[src/hdl/cpu_pkg.sv]
`default_nettype none

package cpu_pkg;

	localparam int DATA_W = 16; // width of a data word and of an instruction.
	localparam int REG_COUNT = 8;
	localparam int REG_AW = $clog2(REG_COUNT);
	localparam int IMEM_DEPTH = 64;
	localparam int IMEM_AW = $clog2(IMEM_DEPTH);
	localparam int DMEM_DEPTH = 64;
	localparam int DMEM_AW = $clog2(DMEM_DEPTH);
	localparam int IMM_W = 6;
	localparam int SHAMT_W = 4; // shifts use only the low bits of the immediate.
	localparam int FLAG_W = 4;

	// Instruction fields, lowest bit of each.
	localparam int OPC_LSB = 12;
	localparam int RD_LSB = 9;
	localparam int RS_LSB = 6;
	localparam int IMM_LSB = 0;

	typedef logic [DATA_W-1:0] word_t;
	typedef logic [REG_AW-1:0] reg_addr_t;
	typedef logic [IMEM_AW-1:0] pc_t;
	typedef logic [DMEM_AW-1:0] dmem_addr_t;
	typedef logic [FLAG_W-1:0] flags_t;

	localparam int FLAG_Z = 0;
	localparam int FLAG_N = 1;
	localparam int FLAG_C = 2;
	localparam int FLAG_V = 3; // signed overflow.

	typedef enum logic [3:0] {
		OP_NOP = 4'd0,
		OP_ADD = 4'd1,
		OP_SUB = 4'd2,
		OP_AND = 4'd3,
		OP_OR = 4'd4,
		OP_NOT = 4'd5,
		OP_SHL = 4'd6,
		OP_SHR = 4'd7,
		OP_LDM = 4'd8,
		OP_LDD = 4'd9,
		OP_STD = 4'd10,
		OP_OUT = 4'd11,
		OP_SETC = 4'd12,
		OP_CLRC = 4'd13
	} opcode_t; // codes 14 and 15 are decoded as NOP.

endpackage

`default_nettype wire

[src/hdl/fetch_stage.sv]
`default_nettype none
`timescale 1ns/1ns

module fetch_stage (
	input wire clk,
	input wire rst_n,
	input wire stall,
	input wire imem_we,
	input wire cpu_pkg::pc_t imem_addr,
	input wire cpu_pkg::word_t imem_wdata,
	output cpu_pkg::word_t if_instr
);

	cpu_pkg::word_t imem [cpu_pkg::IMEM_DEPTH];
	cpu_pkg::pc_t pc;
	logic halted; // set once the last address has been fetched.

	// load port, open in every cycle.
	always_ff @(posedge clk) begin
		if (imem_we) begin
			imem[imem_addr] <= imem_wdata;
		end
	end

	// The PC stops at the end of memory, after that only NOPs enter the pipeline.
	always_ff @(posedge clk) begin
		if (!rst_n) begin
			pc <= '0;
			halted <= 1'b0;
			if_instr <= '0; // the all-zero word decodes as NOP.
		end else if (!stall) begin
			if (halted) begin
				if_instr <= '0;
			end else begin
				if_instr <= imem[pc];
				pc <= pc + 1'b1;
				halted <= (pc == cpu_pkg::pc_t'(cpu_pkg::IMEM_DEPTH - 1));
			end
		end
	end

endmodule

`default_nettype wire

[src/hdl/decode_stage.sv]
`default_nettype none
`timescale 1ns/1ns

module decode_stage (
	input wire clk,
	input wire rst_n,
	input wire cpu_pkg::word_t if_instr,
	input wire cpu_pkg::reg_addr_t wb_rd,
	input wire cpu_pkg::word_t wb_val,
	input wire wb_reg_write,
	output logic stall,
	output cpu_pkg::opcode_t id_op,
	output cpu_pkg::reg_addr_t id_rd,
	output cpu_pkg::reg_addr_t id_rs,
	output cpu_pkg::word_t id_rd_val,
	output cpu_pkg::word_t id_rs_val,
	output logic [cpu_pkg::IMM_W-1:0] id_imm,
	output logic id_reg_write,
	output logic id_mem_read,
	output logic id_mem_write,
	output logic id_out_en
);

	cpu_pkg::word_t regs [cpu_pkg::REG_COUNT];

	cpu_pkg::opcode_t op_raw;
	cpu_pkg::opcode_t op_dec;
	cpu_pkg::reg_addr_t instr_rd;
	cpu_pkg::reg_addr_t instr_rs;
	logic [cpu_pkg::IMM_W-1:0] instr_imm;
	cpu_pkg::word_t rd_val;
	cpu_pkg::word_t rs_val;
	logic uses_rd;
	logic uses_rs;
	logic reg_write;
	logic mem_read;
	logic mem_write;
	logic out_en;

	assign op_raw = cpu_pkg::opcode_t'(if_instr[cpu_pkg::OPC_LSB +: 4]);
	assign instr_rd = if_instr[cpu_pkg::RD_LSB +: cpu_pkg::REG_AW];
	assign instr_rs = if_instr[cpu_pkg::RS_LSB +: cpu_pkg::REG_AW];
	assign instr_imm = if_instr[cpu_pkg::IMM_LSB +: cpu_pkg::IMM_W];

	always_comb begin
		op_dec = op_raw;
		uses_rd = 1'b0;
		uses_rs = 1'b0;
		reg_write = 1'b0;
		mem_read = 1'b0;
		mem_write = 1'b0;
		out_en = 1'b0;
		case (op_raw)
			cpu_pkg::OP_ADD, cpu_pkg::OP_SUB, cpu_pkg::OP_AND, cpu_pkg::OP_OR: begin
				uses_rd = 1'b1;
				uses_rs = 1'b1;
				reg_write = 1'b1;
			end
			cpu_pkg::OP_NOT, cpu_pkg::OP_SHL, cpu_pkg::OP_SHR: begin
				uses_rd = 1'b1;
				reg_write = 1'b1;
			end
			cpu_pkg::OP_LDM: begin
				reg_write = 1'b1;
			end
			cpu_pkg::OP_LDD: begin
				uses_rs = 1'b1; // Rs holds the address.
				reg_write = 1'b1;
				mem_read = 1'b1;
			end
			cpu_pkg::OP_STD: begin
				uses_rd = 1'b1;
				uses_rs = 1'b1;
				mem_write = 1'b1;
			end
			cpu_pkg::OP_OUT: begin
				uses_rd = 1'b1;
				out_en = 1'b1;
			end
			cpu_pkg::OP_NOP, cpu_pkg::OP_SETC, cpu_pkg::OP_CLRC: begin
				op_dec = op_raw; // flag ops carry no register traffic.
			end
			default: begin
				op_dec = cpu_pkg::OP_NOP; // unused codes become NOP here.
			end
		endcase
	end

	// A load in ID/EX cannot forward its data yet, so a reader right behind it waits a cycle.
	assign stall = id_mem_read &&
		((uses_rd && (instr_rd == id_rd)) || (uses_rs && (instr_rs == id_rd)));

	// register file with write-through on the read side.
	always_ff @(posedge clk) begin
		if (!rst_n) begin
			for (int i = 0; i < cpu_pkg::REG_COUNT; i++) begin
				regs[i] <= '0;
			end
		end else if (wb_reg_write) begin
			regs[wb_rd] <= wb_val;
		end
	end

	assign rd_val = (wb_reg_write && (wb_rd == instr_rd)) ? wb_val : regs[instr_rd];
	assign rs_val = (wb_reg_write && (wb_rd == instr_rs)) ? wb_val : regs[instr_rs];

	always_ff @(posedge clk) begin
		if (!rst_n || stall) begin
			id_op <= cpu_pkg::OP_NOP; // bubble on stall.
			id_reg_write <= 1'b0;
			id_mem_read <= 1'b0;
			id_mem_write <= 1'b0;
			id_out_en <= 1'b0;
		end else begin
			id_op <= op_dec;
			id_reg_write <= reg_write;
			id_mem_read <= mem_read;
			id_mem_write <= mem_write;
			id_out_en <= out_en;
		end
	end

	always_ff @(posedge clk) begin
		id_rd <= instr_rd;
		id_rs <= instr_rs;
		id_rd_val <= rd_val;
		id_rs_val <= rs_val;
		id_imm <= instr_imm;
	end

endmodule

`default_nettype wire

[src/hdl/execute_stage.sv]
`default_nettype none
`timescale 1ns/1ns

module execute_stage (
	input wire clk,
	input wire rst_n,
	input wire cpu_pkg::opcode_t id_op,
	input wire cpu_pkg::reg_addr_t id_rd,
	input wire cpu_pkg::reg_addr_t id_rs,
	input wire cpu_pkg::word_t id_rd_val,
	input wire cpu_pkg::word_t id_rs_val,
	input wire [cpu_pkg::IMM_W-1:0] id_imm,
	input wire id_reg_write,
	input wire id_mem_read,
	input wire id_mem_write,
	input wire id_out_en,
	input wire cpu_pkg::reg_addr_t wb_rd,
	input wire cpu_pkg::word_t wb_val,
	input wire wb_reg_write,
	output cpu_pkg::flags_t flags,
	output cpu_pkg::word_t ex_result,
	output cpu_pkg::word_t ex_store_val,
	output cpu_pkg::dmem_addr_t ex_addr,
	output cpu_pkg::reg_addr_t ex_rd,
	output logic ex_reg_write,
	output logic ex_mem_read,
	output logic ex_mem_write,
	output logic ex_out_en
);

	cpu_pkg::word_t op_a; // the Rd operand.
	cpu_pkg::word_t op_b; // the Rs operand.
	cpu_pkg::word_t alu_res;
	cpu_pkg::word_t sub_res;
	logic [cpu_pkg::DATA_W:0] add_full;
	cpu_pkg::flags_t flags_nxt;

	// EX/MEM is newer than MEM/WB, so it is checked first.
	assign op_a = (ex_reg_write && (ex_rd == id_rd)) ? ex_result :
		(wb_reg_write && (wb_rd == id_rd)) ? wb_val : id_rd_val;
	assign op_b = (ex_reg_write && (ex_rd == id_rs)) ? ex_result :
		(wb_reg_write && (wb_rd == id_rs)) ? wb_val : id_rs_val;

	assign add_full = {1'b0, op_a} + {1'b0, op_b};
	assign sub_res = op_a - op_b;

	always_comb begin
		alu_res = op_a; // OUT and STD pass Rd through.
		flags_nxt = flags;
		case (id_op)
			cpu_pkg::OP_ADD: begin
				alu_res = add_full[cpu_pkg::DATA_W-1:0];
				flags_nxt[cpu_pkg::FLAG_C] = add_full[cpu_pkg::DATA_W];
				flags_nxt[cpu_pkg::FLAG_V] = (op_a[cpu_pkg::DATA_W-1] == op_b[cpu_pkg::DATA_W-1]) &&
					(alu_res[cpu_pkg::DATA_W-1] != op_a[cpu_pkg::DATA_W-1]);
			end
			cpu_pkg::OP_SUB: begin
				alu_res = sub_res;
				flags_nxt[cpu_pkg::FLAG_C] = (op_a < op_b); // borrow.
				flags_nxt[cpu_pkg::FLAG_V] = (op_a[cpu_pkg::DATA_W-1] != op_b[cpu_pkg::DATA_W-1]) &&
					(alu_res[cpu_pkg::DATA_W-1] != op_a[cpu_pkg::DATA_W-1]);
			end
			cpu_pkg::OP_AND: alu_res = op_a & op_b;
			cpu_pkg::OP_OR: alu_res = op_a | op_b;
			cpu_pkg::OP_NOT: alu_res = ~op_a;
			cpu_pkg::OP_SHL: alu_res = op_a << id_imm[cpu_pkg::SHAMT_W-1:0];
			cpu_pkg::OP_SHR: alu_res = op_a >> id_imm[cpu_pkg::SHAMT_W-1:0];
			cpu_pkg::OP_LDM: alu_res = {{(cpu_pkg::DATA_W - cpu_pkg::IMM_W){1'b0}}, id_imm};
			cpu_pkg::OP_SETC: flags_nxt[cpu_pkg::FLAG_C] = 1'b1;
			cpu_pkg::OP_CLRC: flags_nxt[cpu_pkg::FLAG_C] = 1'b0;
			default: alu_res = op_a;
		endcase
		// Z and N follow the result of ADD, SUB, AND, OR and NOT.
		case (id_op)
			cpu_pkg::OP_ADD, cpu_pkg::OP_SUB, cpu_pkg::OP_AND, cpu_pkg::OP_OR,
			cpu_pkg::OP_NOT: begin
				flags_nxt[cpu_pkg::FLAG_Z] = (alu_res == '0);
				flags_nxt[cpu_pkg::FLAG_N] = alu_res[cpu_pkg::DATA_W-1];
			end
			default: ;
		endcase
	end

	always_ff @(posedge clk) begin
		if (!rst_n) begin
			flags <= '0;
			ex_reg_write <= 1'b0;
			ex_mem_read <= 1'b0;
			ex_mem_write <= 1'b0;
			ex_out_en <= 1'b0;
		end else begin
			flags <= flags_nxt;
			ex_reg_write <= id_reg_write;
			ex_mem_read <= id_mem_read;
			ex_mem_write <= id_mem_write;
			ex_out_en <= id_out_en;
		end
	end

	always_ff @(posedge clk) begin
		ex_result <= alu_res;
		ex_store_val <= op_a; // STD writes Rd.
		ex_addr <= op_b[cpu_pkg::DMEM_AW-1:0]; // the address is the low bits of Rs.
		ex_rd <= id_rd;
	end

endmodule

`default_nettype wire

[src/hdl/memory_stage.sv]
`default_nettype none
`timescale 1ns/1ns

module memory_stage (
	input wire clk,
	input wire rst_n,
	input wire cpu_pkg::word_t ex_result,
	input wire cpu_pkg::word_t ex_store_val,
	input wire cpu_pkg::dmem_addr_t ex_addr,
	input wire cpu_pkg::reg_addr_t ex_rd,
	input wire ex_reg_write,
	input wire ex_mem_read,
	input wire ex_mem_write,
	input wire ex_out_en,
	output cpu_pkg::reg_addr_t wb_rd,
	output cpu_pkg::word_t wb_val,
	output logic wb_reg_write,
	output logic out_valid,
	output cpu_pkg::word_t out_data
);

	cpu_pkg::word_t dmem [cpu_pkg::DMEM_DEPTH];
	cpu_pkg::word_t load_data;

	assign load_data = dmem[ex_addr]; // asynchronous read, registered into MEM/WB.

	always_ff @(posedge clk) begin
		if (ex_mem_write) begin
			dmem[ex_addr] <= ex_store_val;
		end
	end

	always_ff @(posedge clk) begin
		if (!rst_n) begin
			wb_reg_write <= 1'b0;
			out_valid <= 1'b0;
			out_data <= '0;
		end else begin
			wb_reg_write <= ex_reg_write;
			out_valid <= ex_out_en; // a single-cycle strobe per OUT.
			if (ex_out_en) begin
				out_data <= ex_result; // holds the last value between OUTs.
			end
		end
	end

	always_ff @(posedge clk) begin
		wb_rd <= ex_rd;
		wb_val <= ex_mem_read ? load_data : ex_result;
	end

endmodule

`default_nettype wire

[src/hdl/processor.sv]
`default_nettype none
`timescale 1ns/1ns

module processor (
	input wire clk,
	input wire rst_n,
	input wire imem_we,
	input wire cpu_pkg::pc_t imem_addr,
	input wire cpu_pkg::word_t imem_wdata,
	output logic out_valid,
	output cpu_pkg::word_t out_data,
	output cpu_pkg::flags_t flags
);

	cpu_pkg::word_t if_instr; // IF/ID.
	logic stall;

	cpu_pkg::opcode_t id_op; // ID/EX.
	cpu_pkg::reg_addr_t id_rd;
	cpu_pkg::reg_addr_t id_rs;
	cpu_pkg::word_t id_rd_val;
	cpu_pkg::word_t id_rs_val;
	logic [cpu_pkg::IMM_W-1:0] id_imm;
	logic id_reg_write;
	logic id_mem_read;
	logic id_mem_write;
	logic id_out_en;

	cpu_pkg::word_t ex_result; // EX/MEM.
	cpu_pkg::word_t ex_store_val;
	cpu_pkg::dmem_addr_t ex_addr;
	cpu_pkg::reg_addr_t ex_rd;
	logic ex_reg_write;
	logic ex_mem_read;
	logic ex_mem_write;
	logic ex_out_en;

	cpu_pkg::reg_addr_t wb_rd; // MEM/WB.
	cpu_pkg::word_t wb_val;
	logic wb_reg_write;

	fetch_stage fetch_i (
		.clk(clk),
		.rst_n(rst_n),
		.stall(stall),
		.imem_we(imem_we),
		.imem_addr(imem_addr),
		.imem_wdata(imem_wdata),
		.if_instr(if_instr)
	);

	decode_stage decode_i (
		.clk(clk),
		.rst_n(rst_n),
		.if_instr(if_instr),
		.wb_rd(wb_rd),
		.wb_val(wb_val),
		.wb_reg_write(wb_reg_write),
		.stall(stall),
		.id_op(id_op),
		.id_rd(id_rd),
		.id_rs(id_rs),
		.id_rd_val(id_rd_val),
		.id_rs_val(id_rs_val),
		.id_imm(id_imm),
		.id_reg_write(id_reg_write),
		.id_mem_read(id_mem_read),
		.id_mem_write(id_mem_write),
		.id_out_en(id_out_en)
	);

	execute_stage execute_i (
		.clk(clk),
		.rst_n(rst_n),
		.id_op(id_op),
		.id_rd(id_rd),
		.id_rs(id_rs),
		.id_rd_val(id_rd_val),
		.id_rs_val(id_rs_val),
		.id_imm(id_imm),
		.id_reg_write(id_reg_write),
		.id_mem_read(id_mem_read),
		.id_mem_write(id_mem_write),
		.id_out_en(id_out_en),
		.wb_rd(wb_rd),
		.wb_val(wb_val),
		.wb_reg_write(wb_reg_write),
		.flags(flags),
		.ex_result(ex_result),
		.ex_store_val(ex_store_val),
		.ex_addr(ex_addr),
		.ex_rd(ex_rd),
		.ex_reg_write(ex_reg_write),
		.ex_mem_read(ex_mem_read),
		.ex_mem_write(ex_mem_write),
		.ex_out_en(ex_out_en)
	);

	memory_stage memory_i (
		.clk(clk),
		.rst_n(rst_n),
		.ex_result(ex_result),
		.ex_store_val(ex_store_val),
		.ex_addr(ex_addr),
		.ex_rd(ex_rd),
		.ex_reg_write(ex_reg_write),
		.ex_mem_read(ex_mem_read),
		.ex_mem_write(ex_mem_write),
		.ex_out_en(ex_out_en),
		.wb_rd(wb_rd),
		.wb_val(wb_val),
		.wb_reg_write(wb_reg_write),
		.out_valid(out_valid),
		.out_data(out_data)
	);

endmodule

`default_nettype wire

[config.mk]
export PLATFORM = sky130hd
export DESIGN_NAME = processor
export DESIGN_NICKNAME = d
export VERILOG_FILES = /design/src/hdl/cpu_pkg.sv /design/src/hdl/fetch_stage.sv /design/src/hdl/decode_stage.sv /design/src/hdl/execute_stage.sv /design/src/hdl/memory_stage.sv /design/src/hdl/processor.sv
export SDC_FILE = /design/constraint.sdc
export NUM_CORES = 2
export LEC_CHECK = 0
export BUFFER_PORTS_ARGS = -buffer_cell sky130_fd_sc_hd__buf_4
export CORE_UTILIZATION = 40
export CTS_CLUSTER_DIAMETER = 50
export DETAILED_ROUTE_END_ITERATION = 7
export GPL_TIMING_DRIVEN = 1
export SYNTH_ARGS = -nofsm -noshare
export SYNTH_HDL_FRONTEND = slang
export SYNTH_SLANG_ARGS = --single-unit
[constraint.sdc]
create_clock -name clk -period 7.4 [get_ports clk]
set_input_delay 1.48 -clock clk [delete_from_list [all_inputs] [get_ports clk]]
set_output_delay 1.48 -clock clk [all_outputs]
set_load 0.03 [all_outputs]
== Word level (Yosys, flattened, before mapping) ==
Memories as Yosys holds them, arrays and structs flattened. A register that Yosys moved wholly into a read port is not among the register bits.
Index checks and enable logic that the tools add are counted.

* Bits in registers: 161
* Bits in writable memories: 2176
* Input port bits: 25
* Output and inout port bits: 21
* Word-level logic and storage cells: 141
* Memories: 3

{| class="wikitable"
|+ Memories
! name !! depth !! bits a word !! read ports !! clocked after Yosys merged registers in !! wr ports !! line !! text
|-
| fetch_i.imem || 64 || 16 || 1 || 1 || 1 || fetch_stage.sv:14 || <nowiki>cpu_pkg::word_t imem [cpu_pkg::IMEM_DEPTH];</nowiki>
|-
| memory_i.dmem || 64 || 16 || 1 || 1 || 1 || memory_stage.sv:22 || <nowiki>cpu_pkg::word_t dmem [cpu_pkg::DMEM_DEPTH];</nowiki>
|-
| decode_i.regs || 8 || 16 || 2 || 2 || 8 || decode_stage.sv:24 || <nowiki>cpu_pkg::word_t regs [cpu_pkg::REG_COUNT];</nowiki>
|}

* Add/subtract/negate cells: 3
* Magnitude comparators: 1
* Eq/ne operators: 36
* Shifts and indexed selects: 2
* Muxes and demuxes: 35
* Bitwise operators: 6
* Reduce and logical (&&, ||, !) cells: 26

{| class="wikitable"
|+ Operators by type and width
! cell !! number
|-
| $mux 16 || 9
|-
| $pmux 16 s8 || 1
|-
| $eq 4x4->1 const B || 9
|-
| $eq 4x3->1 const B || 8
|-
| $eq 3x3->1 || 8
|-
| $reduce_or 9->1 || 2
|-
| $add 16x16->17 || 1
|-
| $and 16x16->16 || 1
|-
| $eq 4x2->1 const B || 4
|-
| $logic_not 16->1 || 1
|-
| $lt 16x16->1 || 1
|-
| $mux 1 || 16
|-
| $not 16->16 || 1
|-
| $or 16x16->16 || 1
|-
| $reduce_or 16->1 || 1
|-
| $shl 16x4->16 || 1
|-
| $shr 16x4->16 || 1
|-
| $sub 16x16->16 || 1
|-
| $mux 3 || 5
|-
| $reduce_or 14->1 || 1
|-
| $mux 6 || 2
|-
| $logic_and 1x1->1 || 11
|-
| $eq 4x1->1 const B || 2
|-
| $add 6x1->6 const B || 1
|-
| other kinds (15) || 20
|}

== Logic depth before layout (Yosys ltp) ==
* Word-level depth: 10
* Gate-level depth with buffers: 21
* Gate-level depth less buffers: 18

== By module ==
From an unflattened synthesis, not the netlist that was laid out.

* Cell total of the unflattened synthesis: 5510
* Area, all modules: 96203.5 sq um

{| class="wikitable"
|+ By module, submodules not included
! module !! times used !! cells each !! area each (sq um) !! seq. area each (sq um)
|-
| memory_stage || 1 || 2258 || 40876.7 || 31490.2
|-
| fetch_stage || 1 || 1777 || 40147.3 || 31330.0
|-
| decode_stage || 1 || 578 || 8555.7 || 4884.7
|-
| execute_stage || 1 || 897 || 6623.9 || 980.9
|}

== Worst setup path before layout ==
OpenSTA, ideal clock, no wires.

* Kind: register to register
* Start: register memory_i.wb_reg_write
* End: register execute_i.flags[0]
* Library setup time: 84 ps
* Arrival: 5527 ps
* Data required time: 7316 ps
* Slack: 1789 ps
* Cell stages (with the launch flop): 20
* Path buffers: 4
* Clock period less this slack: 5611 ps
* Path through: dfxtp_1 clkbuf_1 clkbuf_1 nand4_1 clkbuf_1 mux2i_1 a21oi_1 ha_1 clkbuf_1 nor2_1 o311a_1 o211a_1 o41ai_1 xnor2_1 o221ai_1 or4_1 or4_1 or4_1 or4_1 o31ai_2

* Cells in the longest elaborated chain, start to end: 6
* Elaborated cells between the ends (all ways): 15
* Those cells by class: add/sub: 2; shift: 2; mux: 5; bitwise: 3; reduce/logical: 3

{| class="wikitable"
|+ RTL lines
! item !! line !! text
|-
| start, declared || memory_stage.sv:17 || <nowiki>output logic wb_reg_write,</nowiki>
|-
| start signal, assigned || memory_stage.sv:39 || <nowiki>wb_reg_write <= ex_reg_write;</nowiki>
|-
| $logic_and 1x1->1 (*) || execute_stage.sv:42 || <nowiki>(wb_reg_write && (wb_rd == id_rs)) ? wb_val : id_rs_val;</nowiki>
|-
| $mux 16 (*) || execute_stage.sv:42 ||
|-
| $mux 16 (*) || execute_stage.sv:41 || <nowiki>assign op_b = (ex_reg_write && (ex_rd == id_rs)) ? ex_result :</nowiki>
|-
| via execute_i.op_b[2] || execute_stage.sv:32 || <nowiki>cpu_pkg::word_t op_b;</nowiki>
|-
| $sub 16x16->16, or another cell as far along || execute_stage.sv:45 || <nowiki>assign sub_res = op_a - op_b;</nowiki>
|-
| $pmux 16 s8 (*) || execute_stage.sv:50 || <nowiki>case (id_op)</nowiki>
|-
| $logic_not 16->1 (*) || execute_stage.sv:77 || <nowiki>flags_nxt[cpu_pkg::FLAG_Z] = (alu_res == '0);</nowiki>
|-
| end signal, assigned || execute_stage.sv:92 || <nowiki>flags <= flags_nxt;</nowiki>
|-
| end, declared || execute_stage.sv:20 || <nowiki>output cpu_pkg::flags_t flags,</nowiki>
|}

Mark *: on every way through the listed nets, which the timed path passes. The rest lies on a longest branch.
A chain may end at the register's enable or synchronous reset.

== Final worst setup path ==
* Start: register memory_i.wb_rd[0]
* End: register execute_i.flags[0]

* Cells in the longest elaborated chain, start to end: 7
* Elaborated cells between the ends (all ways): 17
* Those cells by class: add/sub: 2; eq/ne: 2; shift: 2; mux: 5; bitwise: 3; reduce/logical: 3

{| class="wikitable"
|+ RTL lines
! item !! line !! text
|-
| start, declared || memory_stage.sv:15 || <nowiki>output cpu_pkg::reg_addr_t wb_rd,</nowiki>
|-
| start signal, assigned || memory_stage.sv:48 || <nowiki>wb_rd <= ex_rd;</nowiki>
|-
| $eq 3x3->1 (*) || execute_stage.sv:40 || <nowiki>(wb_reg_write && (wb_rd == id_rd)) ? wb_val : id_rd_val;</nowiki>
|-
| $logic_and 1x1->1 (*) || execute_stage.sv:40 ||
|-
| $mux 16 (*) || execute_stage.sv:40 ||
|-
| $mux 16 (*) || execute_stage.sv:39 || <nowiki>assign op_a = (ex_reg_write && (ex_rd == id_rd)) ? ex_result :</nowiki>
|-
| via execute_i.op_a[0] || execute_stage.sv:31 || <nowiki>cpu_pkg::word_t op_a;</nowiki>
|-
| $sub 16x16->16, or another cell as far along || execute_stage.sv:45 ||
|-
| $pmux 16 s8 (*) || execute_stage.sv:50 ||
|-
| $logic_not 16->1 (*) || execute_stage.sv:77 ||
|}

Marked as above.

==> results.ini <==
[floorplan]
die_w_um = 485
die_h_um = 485
row_count = 176
start_util_pct = 40.4
ios = 46
dieArea_um2 = 235000
core_area_um2 = 231000

[cells_and_area]
layout-drive-gt1-share_pct = 20.6
fin_cells = 8620
fill_cells = 19500
seqCellArea_um2 = 68800
nNetsFinal = 5466
final_cell_mix = 2176 x edfxtp_1, 404 x mux4_2, 399 x a22oi_1
multi_input_area_um2 = 23100
area_growth_syn_to_layout_pct = 13.3
final_common_cell = edfxtp_1

[power_and_ir_drop]
powerDensity_nw_per_um2 = 302
vdd_drop_max_uv = 268
p_leak_uw = 0.0332

[sta]
setup_violations = 0
max_freq_ghz = 0.150
worst_pin_slew_ns = 1.33
finalClockSkew_ns = 0.0713
slew-limit-headroom_pct = 10.6
fin_crit_ns = 6.64
timing.hold.ws_ns = 0.364
fin_setup_tns_ns = 0
drv_slew = 0
rsz0062_at_grt = no
fin_crit_sh_pct = 89.8
fin_ws_ns = 0.755
hold_viol_final = 0

[logic_synthesis]
synth_compound_area_share_pct = 8.30
synth_xor_area_share_pct = 0.458
synth_area_leader_cell = edfxtp_1
syn_inst = 5228
syn_nets = 5307
ys.flop_type = edfxtp_1
synth_edf_count = 2176
ys_types = 80
ys_seq_elements = 2349
yosysWarningCount = 0
synthArstFlopShare_pct = 0
syn_area_um2 = 93300
synth_top_family_by_area = multiplexers
synthAdderAreaFrac_pct = 0.740
yosys-top-cells-area = edfxtp_1 70%, mux4_2 9.7%, dfxtp_1 3.7%
synth_mux_area_share_pct = 10.5
avgSynthCellArea_um2 = 17.9
synth_top_cell_area_share_pct = 70.0
synth_simple_gate_area_share_pct = 4.58
ys_seq_area_share_pct = 73.7

[grt]
antenna_found_initial = 7
grt_use_total_pct = 21.7
grt_pass1_wl_um = 369000
globalRoute.totalOverflow = 0
grt_pass1_vias = 50300
grt_max_degree = 95

[critical_path]
reg2reg_slack_ns = 0.76
crit_type = reg2reg
crit_path_end_kind = flip-flop
worst_ep_required_time_ns = 8.14
arrival_ns = 7.39
critical_path.max_fanout = 17
startpoint_type = flip-flop

[clocking]
cts-resized-gates = 0
cts_setup_buffers = 0
cts_tree = built
clock_latency_ns = 0.88
cts_hold_buf = 0
cts_buffer_depth = 3
cts_max_level = 4
clock-sinks = 2349
path_clk_slew_ns = 0.06
numCtsBuffers = 236
root_buffer = clkbuf_16

[route]
drt_pass1_iterations = 6
drtIter0Drc = 5754
wl_um = 258000
wl_per_cell_um = 29.9
drc = 0
num_vias = 51000
ant_nets = 0
viasPerCell = 5.92

[place]
dp_hpwl_um = 152000
dp.cells = 8175
place_congestion = 0.901
place_ws_ns = 0.905
io_buffers = 45

[status]
status = complete, no violations

[min_path]
min_path_type = reg2reg

[run]
maxCapViolCount = 0

-- through the flow --
| stage | cell area, um^2 | utilization (%) | power, uW |
|---|---|---|---|
| 2_1_floorplan | 93300 | - | 18400 |
| 3_3_place_gp | 98200 | 42.5 | 20500 |
| 3_5_place_dp | 98200 | 42.5 | 20500 |
| 4_1_cts | 106000 | 45.8 | 32100 |
| 5_1_grt | 106000 | 45.8 | 32900 |
| 6_report | 106000 | 45.8 | 31900 |
-- state kept, by name (all words and copies together) (netlist names), 4 cells and up, named ones only --
register	flops
fetch_i.imem	1024
memory_i.dmem	1024
decode_i.regs	128
decode_i.id_rd_val	16
decode_i.id_rs_val	16
execute_i.ex_result	16
execute_i.ex_store_val	16
fetch_i.if_instr	16
memory_i.out_data	16
memory_i.wb_val	16
decode_i.id_imm	6
execute_i.ex_addr	6
fetch_i.pc	6
decode_i.id_op	4
execute_i.flags	4
-- final timing paths --
kind                             from            endpoint  cells after the start
setup / recovery    memory_i.wb_rd[0]  execute_i.flags[0]                     19
hold / removal    fetch_i.if_instr[3]  decode_i.id_imm[3]                      0
hold reg to reg   fetch_i.if_instr[3]  decode_i.id_imm[3]                      0
setup reg to reg    memory_i.wb_rd[0]  execute_i.flags[0]                     19
-- critical path, stage by stage, from the launching register on --
cell       delay, ns
dfxtp_1         0.46
xnor2_2         0.58
nand4bb_1       0.24
a221oi_2        0.54
nor2_1          0.12
buf_4           0.19
inv_1           0.18
ha_1            0.30
fa_1            0.26
nor2_1          0.08
o311a_1         0.34
o211a_1         0.28
o41ai_1         0.46
xnor2_1         0.19
o221ai_1        0.16
or4_1           0.45
or4_1           0.54
or4_1           0.50
or4_1           0.45
o31ai_2         0.19
-- cell usage after synthesis (all sizes together) (11+ instances only) --
cell    count
ha         52
mux4      404
and3       26
nor2      317
o21ai     101
mux2i      68
nor2b      50
xnor2      38
clkbuf    253
a211oi     19
nand2      76
a221oi    104
or2        11
o22ai      19
nand3      15
nand4     115
edfxtp   2176
a22oi     399
and2      141
a21oi     130
dfxtp     173
o221ai     19
a31oi      34
inv        58
o211ai     42
nor3       26
a22o       74
o32ai      20
buf       102
nand2b     12
-- cells by family after synthesis --
logic type / Yosys count
buffers and inverters: 416
adders and majority gates: 54
DFF: 2349
muxes: 472
xor gates and xnor gates: 48
AOI/OAI and AO/OA: 1053
and+or+nand+nor: 836
-- power by group --
part	switching [uW]	internal, uW	leakage, uW
registers	603	15100	0.0213
logic	3090	1480	0.00828
clock network	5100	6510	0.00368
total	8790	23100	0.0332
-- area by class of cell --
class	instances	area share, %
Tap cell	3026	3.58
Inverter	61	0.216
Antenna cell	4	0.00946
Multi-Input combinational cell	2463	21.9
Clock buffer	293	5.89
Timing Repair Buffer	276	2.08
Clock inverter	148	1.26
Sequential cell	2349	65.1
-- layer usage --
| metal | GRT usage [%] | up-vias | wire, um |
|---|---|---|---|
| met5 | 0 | - | 41 |
| met4 | 6.84 | 6 | 7610 |
| met3 | 3.44 | 366 | 17400 |
| met2 | 34.8 | 1971 | 124000 |
| met1 | 30.3 | 26800 | 109000 |
| li1 | - | 21900 | - |
No activity file was read; power rests on OpenSTA's default activity.
